--- config.mk ---
export PLATFORM = sky130hd
export DESIGN_NAME = alut_arbiter_flat
export DESIGN_NICKNAME = d
export VERILOG_FILES = /design/src/hw/alut_pkg.sv /design/src/hw/alut_mem_if.sv /design/src/hw/alut_arbiter.sv /design/src/flat_wrapper.sv
export SDC_FILE = /design/constraint.sdc
export NUM_CORES = 1
export LEC_CHECK = 0
export BUFFER_PORTS_ARGS = -buffer_cell sky130_fd_sc_hd__buf_4
export CORE_AREA = 2 2 205 207
export CTS_BUF_LIST = sky130_fd_sc_hd__clkbuf_16
export DETAILED_ROUTE_END_ITERATION = 16
export DIE_AREA = 0 0 207 209
export HOLD_SLACK_MARGIN = 0.06
export PLACE_DENSITY_LB_ADDON = 0.2
export SKIP_CTS_REPAIR_TIMING = 1
export SLEW_MARGIN = 40
export SYNTH_ARGS = -nofsm -noshare
export SYNTH_HDL_FRONTEND = slang
export SYNTH_SLANG_ARGS = --single-unit
--- constraint.sdc ---
create_clock -name pclk30 -period 1.6 [get_ports pclk30]
set_clock_uncertainty 0.1 [all_clocks]
set_input_delay 0.08 -clock pclk30 [delete_from_list [all_inputs] [get_ports pclk30]]
set_output_delay 0.08 -clock pclk30 [all_outputs]
set_load 0.02 [all_outputs]
--- src/hw/alut_pkg.sv ---
//--------------------------------------------------------------------
// table word layout, command bus codes and table geometry
//--------------------------------------------------------------------
`default_nettype none

package alut_pkg;

   // table geometry
   localparam int ALUT_AW    = 8;               // index width, low mac byte
   localparam int ALUT_DEPTH = 1 << ALUT_AW;    // 256 words
   localparam int ALUT_TW    = 32;              // time counter and stamp width

   // one table word, 83 bits, valid on top
   typedef struct packed
   {
      logic                valid;   // entry holds a learned address
      logic [ALUT_TW-1:0]  stamp;   // curr_time when last learned
      logic [1:0]          port;    // switch port the mac came in on
      logic [47:0]         mac;     // learned source mac
   } alut_entry_t;

   // command bus, 2'd1 is reserved
   typedef enum logic [1:0]
   {
      cmd_none       = 2'd0,
      cmd_inval_aged = 2'd2,       // clear entries past best-before age
      cmd_inval_all  = 2'd3        // clear the whole table
   } alut_cmd_e;

endpackage

`default_nettype wire

--- src/hw/alut_mem_if.sv ---
//--------------------------------------------------------------------
// four-phase req/ack access port to the address table
//--------------------------------------------------------------------
`timescale 1ns/1ps
`default_nettype none

interface alut_mem_if;
   import alut_pkg::*;

   logic                req;     // requester wants the table
   logic                ack;     // access done, rdata valid while high
   logic [ALUT_AW-1:0]  addr;    // word index
   logic                write;   // 1 = write, 0 = read
   alut_entry_t         wdata;   // word to store
   alut_entry_t         rdata;   // word read back

   // engine side, addr/write/wdata steady while req is high
   modport requester
   (
      output req, addr, write, wdata,
      input  ack, rdata
   );

   // table side, one ack per req
   modport responder
   (
      input  req, addr, write, wdata,
      output ack, rdata
   );

endinterface

`default_nettype wire

--- src/hw/alut_arbiter.sv ---
//--------------------------------------------------------------------
// fixed-priority arbiter, address checker ahead of age checker
//--------------------------------------------------------------------
`timescale 1ns/1ps
`default_nettype none

module alut_arbiter
(
   input  logic           pclk30,
   input  logic           n_p_reset30,
   alut_mem_if.responder  ac,        // address checker, high priority
   alut_mem_if.responder  ag,        // age checker
   alut_mem_if.requester  tbl        // toward the table
);

   localparam logic [1:0] OWN_NONE = 2'd0;
   localparam logic [1:0] OWN_AC   = 2'd1;
   localparam logic [1:0] OWN_AG   = 2'd2;

   logic [1:0]  owner;     // engine currently holding the table
   logic        own_req;   // req of that engine

   assign own_req = (owner == OWN_AC) ? ac.req :
                    (owner == OWN_AG) ? ag.req : 1'b0;

   //--------------------------------------------------------------------
   // owner register
   //--------------------------------------------------------------------
   always_ff @(posedge pclk30 or negedge n_p_reset30)
   begin
      if (!n_p_reset30)
         owner <= OWN_NONE;
      else if (owner == OWN_NONE)
      begin
         if (ac.req)
            owner <= OWN_AC;                  // ac wins a tie
         else if (ag.req)
            owner <= OWN_AG;
      end
      else if (!own_req && !tbl.ack)
         owner <= OWN_NONE;                   // four-phase cycle complete
   end

   //--------------------------------------------------------------------
   // steering
   //--------------------------------------------------------------------
   assign tbl.req   = own_req;
   assign tbl.addr  = (owner == OWN_AG) ? ag.addr : ac.addr;
   assign tbl.write = (owner == OWN_AC) ? ac.write :
                      (owner == OWN_AG) ? ag.write : 1'b0;
   assign tbl.wdata = (owner == OWN_AG) ? ag.wdata : ac.wdata;

   // response goes back to the owner only
   assign ac.ack   = (owner == OWN_AC) && tbl.ack;
   assign ac.rdata = (owner == OWN_AC) ? tbl.rdata : '0;
   assign ag.ack   = (owner == OWN_AG) && tbl.ack;
   assign ag.rdata = (owner == OWN_AG) ? tbl.rdata : '0;

   // table never answers an access nobody owns
   a_ack_has_owner : assert property (@(posedge pclk30) disable iff (!n_p_reset30)
      tbl.ack |-> (owner != OWN_NONE));

endmodule

`default_nettype wire

--- src/flat_wrapper.sv ---
// flat-port wrapper written by rule: the top's interface ports become plain ports
module alut_arbiter_flat 
  (pclk30, n_p_reset30, ac_req, ac_addr, ac_write, ac_wdata, ac_ack, ac_rdata, ag_req, ag_addr, ag_write, ag_wdata, ag_ack, ag_rdata, tbl_req, tbl_addr, tbl_write, tbl_wdata, tbl_ack, tbl_rdata);
  alut_mem_if ac_i ();
  alut_mem_if ag_i ();
  alut_mem_if tbl_i ();
  input  logic pclk30;
  input  logic n_p_reset30;
  input wire logic [$bits(ac_i.req)-1:0] ac_req;
  input wire logic [$bits(ac_i.addr)-1:0] ac_addr;
  input wire logic [$bits(ac_i.write)-1:0] ac_write;
  input wire logic [$bits(ac_i.wdata)-1:0] ac_wdata;
  output wire logic [$bits(ac_i.ack)-1:0] ac_ack;
  output wire logic [$bits(ac_i.rdata)-1:0] ac_rdata;
  input wire logic [$bits(ag_i.req)-1:0] ag_req;
  input wire logic [$bits(ag_i.addr)-1:0] ag_addr;
  input wire logic [$bits(ag_i.write)-1:0] ag_write;
  input wire logic [$bits(ag_i.wdata)-1:0] ag_wdata;
  output wire logic [$bits(ag_i.ack)-1:0] ag_ack;
  output wire logic [$bits(ag_i.rdata)-1:0] ag_rdata;
  output wire logic [$bits(tbl_i.req)-1:0] tbl_req;
  output wire logic [$bits(tbl_i.addr)-1:0] tbl_addr;
  output wire logic [$bits(tbl_i.write)-1:0] tbl_write;
  output wire logic [$bits(tbl_i.wdata)-1:0] tbl_wdata;
  input wire logic [$bits(tbl_i.ack)-1:0] tbl_ack;
  input wire logic [$bits(tbl_i.rdata)-1:0] tbl_rdata;
  assign ac_i.req = ac_req;
  assign ac_i.addr = ac_addr;
  assign ac_i.write = ac_write;
  assign ac_i.wdata = ac_wdata;
  assign ac_ack = ac_i.ack;
  assign ac_rdata = ac_i.rdata;
  assign ag_i.req = ag_req;
  assign ag_i.addr = ag_addr;
  assign ag_i.write = ag_write;
  assign ag_i.wdata = ag_wdata;
  assign ag_ack = ag_i.ack;
  assign ag_rdata = ag_i.rdata;
  assign tbl_req = tbl_i.req;
  assign tbl_addr = tbl_i.addr;
  assign tbl_write = tbl_i.write;
  assign tbl_wdata = tbl_i.wdata;
  assign tbl_i.ack = tbl_ack;
  assign tbl_i.rdata = tbl_rdata;
  alut_arbiter u_core (.pclk30(pclk30), .n_p_reset30(n_p_reset30), .ac(ac_i), .ag(ag_i), .tbl(tbl_i));
endmodule
==> results.json <==
{
  "tightest_slew_ps": 289,
  "grt_remaining_overflow": 0,
  "outcome": "complete, but fails checks",
  "setup_violations": 261,
  "min_period_ps": 1830,
  "largest_reg_flops": 2,
  "synth.most_common_cell": "and2_1",
  "vdd_ir_drop_max_mv": 0.307,
  "drive_gt1_share_pct": 89.4,
  "path_cells": "buf_4 -> and2b_4 -> buf_12 -> buf_8 -> a22o_1 -> buf_4",
  "regMostFlops": "u_core.owner",
  "cts_tree": "built",
  "cp_max_fo": 7,
  "syn_avg_cell_area_sq_um": 9.10,
  "areaGrowthSynthToFinish_pct": 222,
  "drc": 0,
  "cp.required_ps": 1420,
  "min_period_over_period_pct": 115,
  "worstHoldEndpoint": "u_core.owner[1]$_DFFE_PN0P_",
  "antenna_found_initial": 2,
  "routedWlPerCell_um": 19.7,
  "netlist_area_sq_mm": 0.00272,
  "drt_iter0_markers": 107,
  "core_area_sq_mm": 0.0413,
  "die-width_um": 207,
  "yosysWarnings": 0,
  "grt_max_degree": 53,
  "cp_slowest_cell": "dfrtp_1",
  "synth_common_cells": "168 x and2_1, 90 x mux2_4, 11 x buf_2, 9 x buf_6, 7 x clkbuf_1",
  "die_y_um": 209,
  "rows": 75,
  "grt_pass1_vias": 4391,
  "rr_startpoint": "u_core.owner[1]$_DFFE_PN0P_",
  "slowest_delay_ps": 390,
  "post-route-cell-area_sq_mm": 0.00876,
  "yosysTopAreaCell": "mux2_4",
  "clk_latency_ps": 220,
  "cts_num_sinks": 2,
  "regToRegSetupSlack_ps": 510,
  "slew_headroom_pct": 80.8,
  "ys.flop_type": "dfrtp_1",
  "async_flop_share_pct": 100,
  "vias": 4520,
  "crit_top_cell": "buf_4",
  "hp-class": "input port to flop",
  "h-tree-depth": 1,
  "synthCells": 299,
  "hold_start": "ag_req",
  "gp_congestion": 0.842,
  "largestRegisters": "u_core.owner x2",
  "drtAntennaViolNets": 0,
  "routed_wl_um": 27300,
  "rsz0062_at_grt": "yes",
  "whs_path_depth": 3,
  "nets": 1121,
  "pwr_density_cell_mw_per_mm2": 560,
  "synth_edf_count": 0,
  "worst_r2r_endpoint": "u_core.owner[1]$_DFFE_PN0P_",
  "grt_first_pass_wirelength_um": 32200,
  "p_leak_nw": 4.67,
  "cts_buffers": 3,
  "start_util_pct": 6.59,
  "yosysSeqAreaShare_pct": 1.84,
  "start_kind": "flop",
  "final.setup.worst_slack_ps": -235,
  "syn_nets": 571,
  "cts.reportedPaths.clkPinSlew_ps": 30,
  "hold_viol_final": 0,
  "endpoint_kind": "primary output",
  "synth_cell_types": 15,
  "ios": 533,
  "via_per_inst": 3.26,
  "max_freq_mhz": 545,
  "netlist.area_leader.share_pct": 49.7,
  "arrival_ps": 1650,
  "nFillCells": 4594,
  "yosys-top-cells-area": "mux2_4 50%, and2_1 39%, buf_6 3.7%",
  "die-area_sq_mm": 0.0433,
  "dp_hpwl_um": 21500,
  "drtPass1Iterations": 4,
  "maxCapViolCount": 0,
  "slew_violations": 0,
  "violations": "setup timing",
  "root_buffer": "clkbuf_16",
  "r2r_cells": 3,
  "placed_cell_area_sq_mm": 0.00744,
  "groute.usage.overall_pct": 10.2,
  "synth-seq-cells": 2,
  "worst-setup-path-type": "flop to primary output",
  "port_buffers": 532,
  "power_w": 0.00491,
  "cts_max_path_buffers": 2
}
-- worst max-delay path, delay by kind of cell, from the launching register on --
family | cells | cell delay [ps]
flops | 1 | 390
simple gates | 1 | 190
buf+inv | 4 | 610
compound gates | 1 | 220
-- final cells by class --
cell class | instances | area, sq um | area share [%]
diodes | 1 | 2.50 | 0.0286
clock buffers | 3 | 75.1 | 0.857
multi-input cells | 269 | 2720 | 31.1
flip-flops and latches | 2 | 50.0 | 0.571
well taps | 539 | 674 | 7.70
repair buffers | 573 | 5240 | 59.8
-- power by group --
part | switching, W | internal (W)
Sequential | 0.00000569 | 0.0000583
Combinational | 0.00204 | 0.00243
Clock | 0.0000589 | 0.000318
Total | 0.00210 | 0.00280
-- through the flow --
step	setup slack [ps]	util (%)	hold slack [ps]	std cells	TNS [ps]
after floorplan	229	-	-316	299	0
after global placement	-23.1	18.0	-233	1360	-77.4
after detailed placement	-55.1	18.0	-230	1360	-799
after CTS	-280	18.2	-464	1363	-38120
after global routing	-299	21.2	66.1	1386	-50480
final	-235	21.2	45.2	1387	-34940
-- cells by family (layout without fill, tap and decap cells) --
kind of cell | after synthesis | in the layout | synth area share, %
other | 0 | 1 | 0
AND/OR/NAND/NOR | 174 | 174 | 40.0
buffers and inverters | 28 | 576 | 6.99
flip-flops | 2 | 2 | 1.84
AO/OA/AOI/OAI | 4 | 4 | 1.10
multiplexers | 91 | 91 | 50.1
-- worst max path at each step --
stage	depth (start not counted)	to	startpoint	slack [ps]
finish	6	tbl_write	u_core.owner[1]$_DFFE_PN0P_	-230
global route	4	tbl_wdata[69]	u_core.owner[1]$_DFFE_PN0P_	-300
CTS	4	tbl_wdata[69]	u_core.owner[1]$_DFFE_PN0P_	-280
detailed placement	4	tbl_wdata[69]	u_core.owner[1]$_DFFE_PN0P_	-60
global placement	4	tbl_wdata[69]	u_core.owner[1]$_DFFE_PN0P_	-20
floorplan	4	tbl_addr[0]	u_core.owner[0]$_DFFE_PN0P_	230
-- routing by layer --
metal	GRT usage (%)	share of wire [%]
met3	2.39	6.9
met1	11.0	36
met4	2.22	3.2
met5	0	0
met2	19.9	54
-- cells in the final DEF, fill, tap and decap left out, types with 2 or more instances in the layout --
cell type,netlist,routed
dfrtp_1,2,2
buf_8,0,4
mux2_4,90,90
a22o_1,2,2
and2_1,168,78
buf_6,9,154
buf_12,0,13
buf_4,1,391
clkbuf_16,0,12
and2_4,0,90
dlygate4sd3_1,0,2
Power figures use the tool's default switching activity.
